## config.mk

```make
export PLATFORM = sky130hd
export DESIGN_NAME = addsub_unit
export DESIGN_NICKNAME = d
export VERILOG_FILES = /design/src/logic/adder_pkg.sv /design/src/logic/stage_if.sv /design/src/logic/addsub_unit.sv /design/src/logic/addsub_back.sv /design/src/logic/addsub_front.sv /design/src/logic/adder_16.sv /design/src/logic/gp_prefix_16.sv
export SDC_FILE = /design/constraint.sdc
export NUM_CORES = 1
export LEC_CHECK = 0
export BUFFER_PORTS_ARGS = -buffer_cell sky130_fd_sc_hd__buf_4
export CAP_MARGIN = 20
export CORE_MARGIN = 8
export CORE_UTILIZATION = 55
export DETAILED_ROUTE_END_ITERATION = 16
export PLACE_DENSITY_LB_ADDON = 0.15
export SYNTH_ARGS = -nofsm -noshare
export SYNTH_HDL_FRONTEND = slang
export SYNTH_HIERARCHICAL = 1
export SYNTH_SLANG_ARGS = --single-unit
```

## constraint.sdc

```tcl
create_clock -name clk -period 2.9 [get_ports clk]
set_input_delay 0 -clock clk [delete_from_list [all_inputs] [get_ports clk]]
set_output_delay 0 -clock clk [all_outputs]
set_load 0.02 [all_outputs]
```

## src/logic/adder_pkg.sv

```systemverilog
`default_nettype none

package adder_pkg;

    // operand and result width of the whole unit
    localparam int DATA_WIDTH = 32;

    // width of one prefix adder, and so of each pipeline half
    localparam int HALF_WIDTH = 16;

    // the operation select is a single bit
    localparam logic OP_ADD = 1'b0;
    localparam logic OP_SUB = 1'b1;

    // cycles from the input strobe to the output pulse
    // one register stage sits in addsub_front and one in addsub_back
    localparam int PIPE_LATENCY = 2;

endpackage

`default_nettype wire
```

## src/logic/stage_if.sv

```systemverilog
`timescale 1ns/10ps
`default_nettype none

interface stage_if import adder_pkg::*; ();

    // one operation in flight between the two pipeline stages
    logic                  valid;
    logic                  sub;
    logic [HALF_WIDTH-1:0] lo_sum;
    logic                  lo_carry;
    logic [HALF_WIDTH-1:0] a_hi;
    // already inverted when sub is set
    logic [HALF_WIDTH-1:0] b_hi;

    modport front (
        output valid,
        output sub,
        output lo_sum,
        output lo_carry,
        output a_hi,
        output b_hi
    );

    modport back (
        input valid,
        input sub,
        input lo_sum,
        input lo_carry,
        input a_hi,
        input b_hi
    );

endinterface

`default_nettype wire

```

## src/logic/addsub_unit.sv

```systemverilog
`timescale 1ns/10ps
`default_nettype none

module addsub_unit import adder_pkg::*; (
    input  logic                  clk,
    input  logic                  rst_n,
    input  logic                  in_valid,
    input  logic                  op,
    input  logic [DATA_WIDTH-1:0] a,
    input  logic [DATA_WIDTH-1:0] b,
    output logic                  out_valid,
    output logic [DATA_WIDTH-1:0] result,
    output logic                  carry,
    output logic                  overflow,
    output logic                  zero
);

    // low half is added in the first stage, high half and flags in the second
    stage_if u_stage_if ();

    addsub_front u_addsub_front (
        .clk      (clk),
        .rst_n    (rst_n),
        .in_valid (in_valid),
        .op       (op),
        .a        (a),
        .b        (b),
        .stage    (u_stage_if.front)
    );

    addsub_back u_addsub_back (
        .clk       (clk),
        .rst_n     (rst_n),
        .stage     (u_stage_if.back),
        .out_valid (out_valid),
        .result    (result),
        .carry     (carry),
        .overflow  (overflow),
        .zero      (zero)
    );

endmodule

`default_nettype wire

```

## src/logic/addsub_back.sv

```systemverilog
`timescale 1ns/10ps
`default_nettype none

module addsub_back import adder_pkg::*; (
    input  logic                  clk,
    input  logic                  rst_n,
    stage_if.back                 stage,
    output logic                  out_valid,
    output logic [DATA_WIDTH-1:0] result,
    output logic                  carry,
    output logic                  overflow,
    output logic                  zero
);

    logic [HALF_WIDTH-1:0] hi_sum;
    logic                  hi_carry;
    logic [DATA_WIDTH-1:0] result_next;
    logic                  a_sign;
    logic                  b_sign;
    logic                  r_sign;
    logic                  overflow_next;

    adder_16 u_adder_hi (
        .a    (stage.a_hi),
        .b    (stage.b_hi),
        .cin  (stage.lo_carry),
        .sum  (hi_sum),
        .cout (hi_carry)
    );

    assign result_next = {hi_sum, stage.lo_sum};

    assign a_sign = stage.a_hi[HALF_WIDTH-1];
    // b_hi arrives inverted for a subtraction, undo that for the original sign
    assign b_sign = stage.b_hi[HALF_WIDTH-1] ^ stage.sub;
    assign r_sign = hi_sum[HALF_WIDTH-1];

    // a subtraction overflows when the operand signs differ, an addition when they match
    assign overflow_next = (stage.sub ? (a_sign != b_sign) : (a_sign == b_sign))
                           && (r_sign != a_sign);

    always_ff @(posedge clk) begin
        if (!rst_n) begin
            out_valid <= 1'b0;
        end else begin
            out_valid <= stage.valid;
        end
    end

    // for a subtraction the carry out is set when no borrow occurred
    always_ff @(posedge clk) begin
        if (stage.valid) begin
            result   <= result_next;
            carry    <= hi_carry;
            overflow <= overflow_next;
            zero     <= ~|result_next;
        end
    end

endmodule

`default_nettype wire

```

## src/logic/addsub_front.sv

```systemverilog
`timescale 1ns/10ps
`default_nettype none

module addsub_front import adder_pkg::*; (
    input  logic                  clk,
    input  logic                  rst_n,
    input  logic                  in_valid,
    input  logic                  op,
    input  logic [DATA_WIDTH-1:0] a,
    input  logic [DATA_WIDTH-1:0] b,
    stage_if.front                stage
);

    logic                  sub;
    logic [DATA_WIDTH-1:0] b_cond;
    logic [HALF_WIDTH-1:0] lo_sum;
    logic                  lo_carry;

    // a - b is computed as a + ~b + 1, the +1 enters as the low carry-in
    assign sub    = (op == OP_SUB);
    assign b_cond = sub ? ~b : b;

    adder_16 u_adder_lo (
        .a    (a[HALF_WIDTH-1:0]),
        .b    (b_cond[HALF_WIDTH-1:0]),
        .cin  (sub),
        .sum  (lo_sum),
        .cout (lo_carry)
    );

    always_ff @(posedge clk) begin
        if (!rst_n) begin
            stage.valid <= 1'b0;
        end else begin
            stage.valid <= in_valid;
        end
    end

    // the high operands travel on so stage two can finish the add
    always_ff @(posedge clk) begin
        if (in_valid) begin
            stage.sub      <= sub;
            stage.lo_sum   <= lo_sum;
            stage.lo_carry <= lo_carry;
            stage.a_hi     <= a[DATA_WIDTH-1:HALF_WIDTH];
            stage.b_hi     <= b_cond[DATA_WIDTH-1:HALF_WIDTH];
        end
    end

endmodule

`default_nettype wire

```

## src/logic/adder_16.sv

```systemverilog
`timescale 1ns/10ps
`default_nettype none

module adder_16 import adder_pkg::*; (
    input  logic [HALF_WIDTH-1:0] a,
    input  logic [HALF_WIDTH-1:0] b,
    input  logic                  cin,
    output logic [HALF_WIDTH-1:0] sum,
    output logic                  cout
);

    logic [HALF_WIDTH-1:0] bit_p;
    logic [HALF_WIDTH-1:0] bit_g;
    logic [HALF_WIDTH-1:0] group_p;
    logic [HALF_WIDTH-1:0] group_g;
    // carry[i] is the carry into bit i, carry[HALF_WIDTH] leaves the adder
    logic [HALF_WIDTH:0]   carry;

    assign bit_p = a ^ b;
    assign bit_g = a & b;

    gp_prefix_16 u_gp_prefix_16 (
        .p       (bit_p),
        .g       (bit_g),
        .group_p (group_p),
        .group_g (group_g)
    );

    assign carry[0] = cin;

    // the tree sees no carry-in, so cin is folded in at each position here
    for (genvar i = 0; i < HALF_WIDTH; i++) begin : g_carry
        assign carry[i+1] = group_g[i] | (group_p[i] & cin);
    end

    assign sum  = bit_p ^ carry[HALF_WIDTH-1:0];
    assign cout = carry[HALF_WIDTH];

endmodule

`default_nettype wire

```

## src/logic/gp_prefix_16.sv

```systemverilog
`timescale 1ns/10ps
`default_nettype none

module gp_prefix_16 import adder_pkg::*; (
    input  logic [HALF_WIDTH-1:0] p,
    input  logic [HALF_WIDTH-1:0] g,
    output logic [HALF_WIDTH-1:0] group_p,
    output logic [HALF_WIDTH-1:0] group_g
);

    // bits are numbered 1 to 16 inside the tree
    logic [HALF_WIDTH:1] p_l0, g_l0;
    logic [HALF_WIDTH:1] p_l1, g_l1;
    logic [HALF_WIDTH:1] p_l2, g_l2;
    logic [HALF_WIDTH:1] p_l3, g_l3;
    logic [HALF_WIDTH:1] p_l4, g_l4;
    logic [HALF_WIDTH:1] p_l5, g_l5;
    logic [HALF_WIDTH:1] p_l6, g_l6;
    logic [HALF_WIDTH:1] p_l7, g_l7;

    assign p_l0 = p;
    assign g_l0 = g;

    // up-sweep, pairs at distance 1, 2, 4 and 8
    for (genvar i = 1; i <= HALF_WIDTH; i++) begin : g_up1
        if (i % 2 == 0) begin : g_node
            assign p_l1[i] = p_l0[i-1] & p_l0[i];
            assign g_l1[i] = g_l0[i] | (g_l0[i-1] & p_l0[i]);
        end else begin : g_pass
            assign p_l1[i] = p_l0[i];
            assign g_l1[i] = g_l0[i];
        end
    end

    for (genvar i = 1; i <= HALF_WIDTH; i++) begin : g_up2
        if (i % 4 == 0) begin : g_node
            assign p_l2[i] = p_l1[i-2] & p_l1[i];
            assign g_l2[i] = g_l1[i] | (g_l1[i-2] & p_l1[i]);
        end else begin : g_pass
            assign p_l2[i] = p_l1[i];
            assign g_l2[i] = g_l1[i];
        end
    end

    for (genvar i = 1; i <= HALF_WIDTH; i++) begin : g_up3
        if (i % 8 == 0) begin : g_node
            assign p_l3[i] = p_l2[i-4] & p_l2[i];
            assign g_l3[i] = g_l2[i] | (g_l2[i-4] & p_l2[i]);
        end else begin : g_pass
            assign p_l3[i] = p_l2[i];
            assign g_l3[i] = g_l2[i];
        end
    end

    // after this level bit 16 holds the full group term
    for (genvar i = 1; i <= HALF_WIDTH; i++) begin : g_up4
        if (i % 16 == 0) begin : g_node
            assign p_l4[i] = p_l3[i-8] & p_l3[i];
            assign g_l4[i] = g_l3[i] | (g_l3[i-8] & p_l3[i]);
        end else begin : g_pass
            assign p_l4[i] = p_l3[i];
            assign g_l4[i] = g_l3[i];
        end
    end

    // down-sweep fills in the remaining positions at distance 4, 2 and 1
    for (genvar i = 1; i <= HALF_WIDTH; i++) begin : g_dn4
        if (i >= 12 && (i - 12) % 8 == 0) begin : g_node
            assign p_l5[i] = p_l4[i-4] & p_l4[i];
            assign g_l5[i] = g_l4[i] | (g_l4[i-4] & p_l4[i]);
        end else begin : g_pass
            assign p_l5[i] = p_l4[i];
            assign g_l5[i] = g_l4[i];
        end
    end

    for (genvar i = 1; i <= HALF_WIDTH; i++) begin : g_dn2
        if (i >= 6 && (i - 6) % 4 == 0) begin : g_node
            assign p_l6[i] = p_l5[i-2] & p_l5[i];
            assign g_l6[i] = g_l5[i] | (g_l5[i-2] & p_l5[i]);
        end else begin : g_pass
            assign p_l6[i] = p_l5[i];
            assign g_l6[i] = g_l5[i];
        end
    end

    // every odd position above 1 takes the completed even position below it
    for (genvar i = 1; i <= HALF_WIDTH; i++) begin : g_dn1
        if (i >= 3 && (i - 3) % 2 == 0) begin : g_node
            assign p_l7[i] = p_l6[i-1] & p_l6[i];
            assign g_l7[i] = g_l6[i] | (g_l6[i-1] & p_l6[i]);
        end else begin : g_pass
            assign p_l7[i] = p_l6[i];
            assign g_l7[i] = g_l6[i];
        end
    end

    assign group_p = p_l7;
    assign group_g = g_l7;

endmodule

`default_nettype wire

```

==> flow_summary.ini <==
[worst_setup_path]
crit_path_start_kind = register
crit_chain = ha_1 > and4_4 > and3_4 > nand3_4 > nor3_4 > and2_2 > a21oi_1 > xnor2_1 > nor4_1 > nand4_1 > nor2_1
crit_path_top_delay_cell = ha_1
crit_fanout = 5
cp_top_family = simple AND/OR/NAND/NOR gates
cp.required_ns = 3.11
crit_path_end_kind = register
slowest_delay_ns = 0.41
critPathBufInv = 0
arrival_ns = 2.98
critPathKind = register to register

[placed_design]
gp_congestion = 0.8210
place_area_um2 = 5734
dp.final_hpwl_mm = 8.122
port_buffers = 103

[floorplan]
rows = 34
die-area_um2 = 12260
ios = 104
die_h_um = 110.7
dieWidth_um = 110.7
initial_core_util_pct = 56.61
core_um2 = 8721

[power]
power.leakage_uw = 0.002560
finalPower_uw = 3648
ir_drop_mv = 0.2950
power.density_nw_per_um2 = 578.7

[routing]
post_drt_wl_per_cell_um = 17.02
drc = 0
vias_per_cell = 5.348
wirelength_mm = 10.60
route.vias.total = 3332
ant_nets = 0
drt_iter0_markers = 127
firstDrtPassIters = 4

[clock_network]
cts_tree = done
clk_pin_slew_worst_paths_ns = 0.10
clk_latency_ns = 0.36
cts-buffers-inserted = 9
htree_levels = 3
clockBufferDepth = 2
cts.sinks = 86
root_buffer = clkbuf_8

[global_route]
grt_start_max_net_pins = 51
grt_antenna_before_repair = 0
grt_usage_pct = 17.05
overflow = 0
grt_first_pass_wirelength_mm = 16.94
grt_pass1_vias = 3434

[run_status]
status = finished, final reports clean

[yosys]
syn_avg_cell_area_um2 = 13.45
synth_fp_nets = 467
netlist_area_um2 = 4937
yosys_warnings = 6
netlist_instances = 367

[final_layout]
syn2layout_area_growth_pct = 27.67
fillers = 604
post-route-util_pct = 72.28
final_nets = 610
layout-drive-gt1-share_pct = 33.20
fin_area_um2 = 6304
antenna_cells = 0

[timing]
final.setup_skew_ns = 0.02112
report.final.slew_viol_count = 0
relSlewSlack_pct = 57.13
finalCriticalPeriod_ns = 2.767
rsz0062_at_grt = false
finalCritPeriodShare_pct = 95.43
hold_violations = 0
max_slew.worst_pin.slew_ns = 0.6430
tns_ns = 0
timing.fmax_mhz = 361.3
finalSetupViolCount = 0

[worst_hold_path]
min_path_type = input pin to register

[flow_run]
maxCapViolations = 0
[per-stage QoR]
stage	setup WS [ns]	hold WS, ns	cells
final	0.1326	0.1356	623
after global routing	0.002214	0.1480	623
after CTS	0.03229	0.1109	622
after detailed placement	0.08663	0.1798	573
after global placement	0.1217	0.1790	573
after floorplan	0.4001	0.09887	367
[worst paths after layout]
kind	to	startpoint	slack (ns)	depth (start not counted)
hold reg to reg	u_addsub_back/result[9]	u_addsub_front/stage.lo_sum[9]	0.44	0
setup / recovery	u_addsub_back/zero	u_addsub_front/stage.b_hi[3]	0.13	11
setup reg to reg	u_addsub_back/zero	u_addsub_front/stage.b_hi[3]	0.13	11
hold / removal	u_addsub_front/stage.lo_sum[15]	a[15]	0.14	3
[worst register-to-register path, delay by kind of cell, from the launching register on]
| kind | cells | cell delay, ns |
|---|---|---|
| adders and majority gates | 1 | 0.41 |
| AOI/OAI and AO/OA | 1 | 0.07 |
| DFF | 1 | 0.40 |
| and+or+nand+nor | 8 | 1.55 |
| xor gates and xnor gates | 1 | 0.19 |
[where the power goes]
group	internal (uW)	switching (uW)	total [uW]
logic	518	642	1160
clock network	337	475	812
registers	1600	76.1	1680
[layer usage]
layer	routed length (um)	track usage (%)
met4	61	5.766
met2	5002	26.87
met1	4946	22.32
met5	0	0
met3	594	4.221
[layout make-up]
type | instances | area [um2] | area share [%]
clock inverter | 7 | 73.82 | 1.171
multi-input combinational | 263 | 2222 | 35.25
timing repair buffer | 144 | 1164 | 18.46
sequential | 86 | 2562 | 40.65
clock buffer | 9 | 123.9 | 1.965
tap | 108 | 135.1 | 2.144
inverter | 6 | 22.52 | 0.3573
[cell usage in the layout, fill, tap and decap left out, types with 3 or more instances in the layout]
master	instances
buf_4	111
edfxtp_1	84
xor2_1	34
dlygate4sd3_1	33
ha_1	31
xnor2_1	30
a21oi_1	29
a21oi_4	17
nand2_1	16
a21o_1	12
nor2_1	10
o21ai_0	10
clkbuf_8	9
and2_1	8
nand4_1	6
inv_1	6
and2_2	6
nor4_1	5
a21o_2	4
nand3_1	4
and3_1	4
nand2b_1	4
inv_8	3
[state kept, by name, indices dropped and copies added, names as in the netlist, 16 cells and up]
register,count
u_addsub_back/result,32
u_addsub_front/stage.a_hi,16
u_addsub_front/stage.b_hi,16
u_addsub_front/stage.lo_sum,16
[timing repair]
action	CTS	global route
setup buffers	0	1
hold endpoints to repair	34	0
resized for setup	0	8
hold buffers	33	0
setup endpoints to repair	0	1
Power figures use the tool's default switching activity.
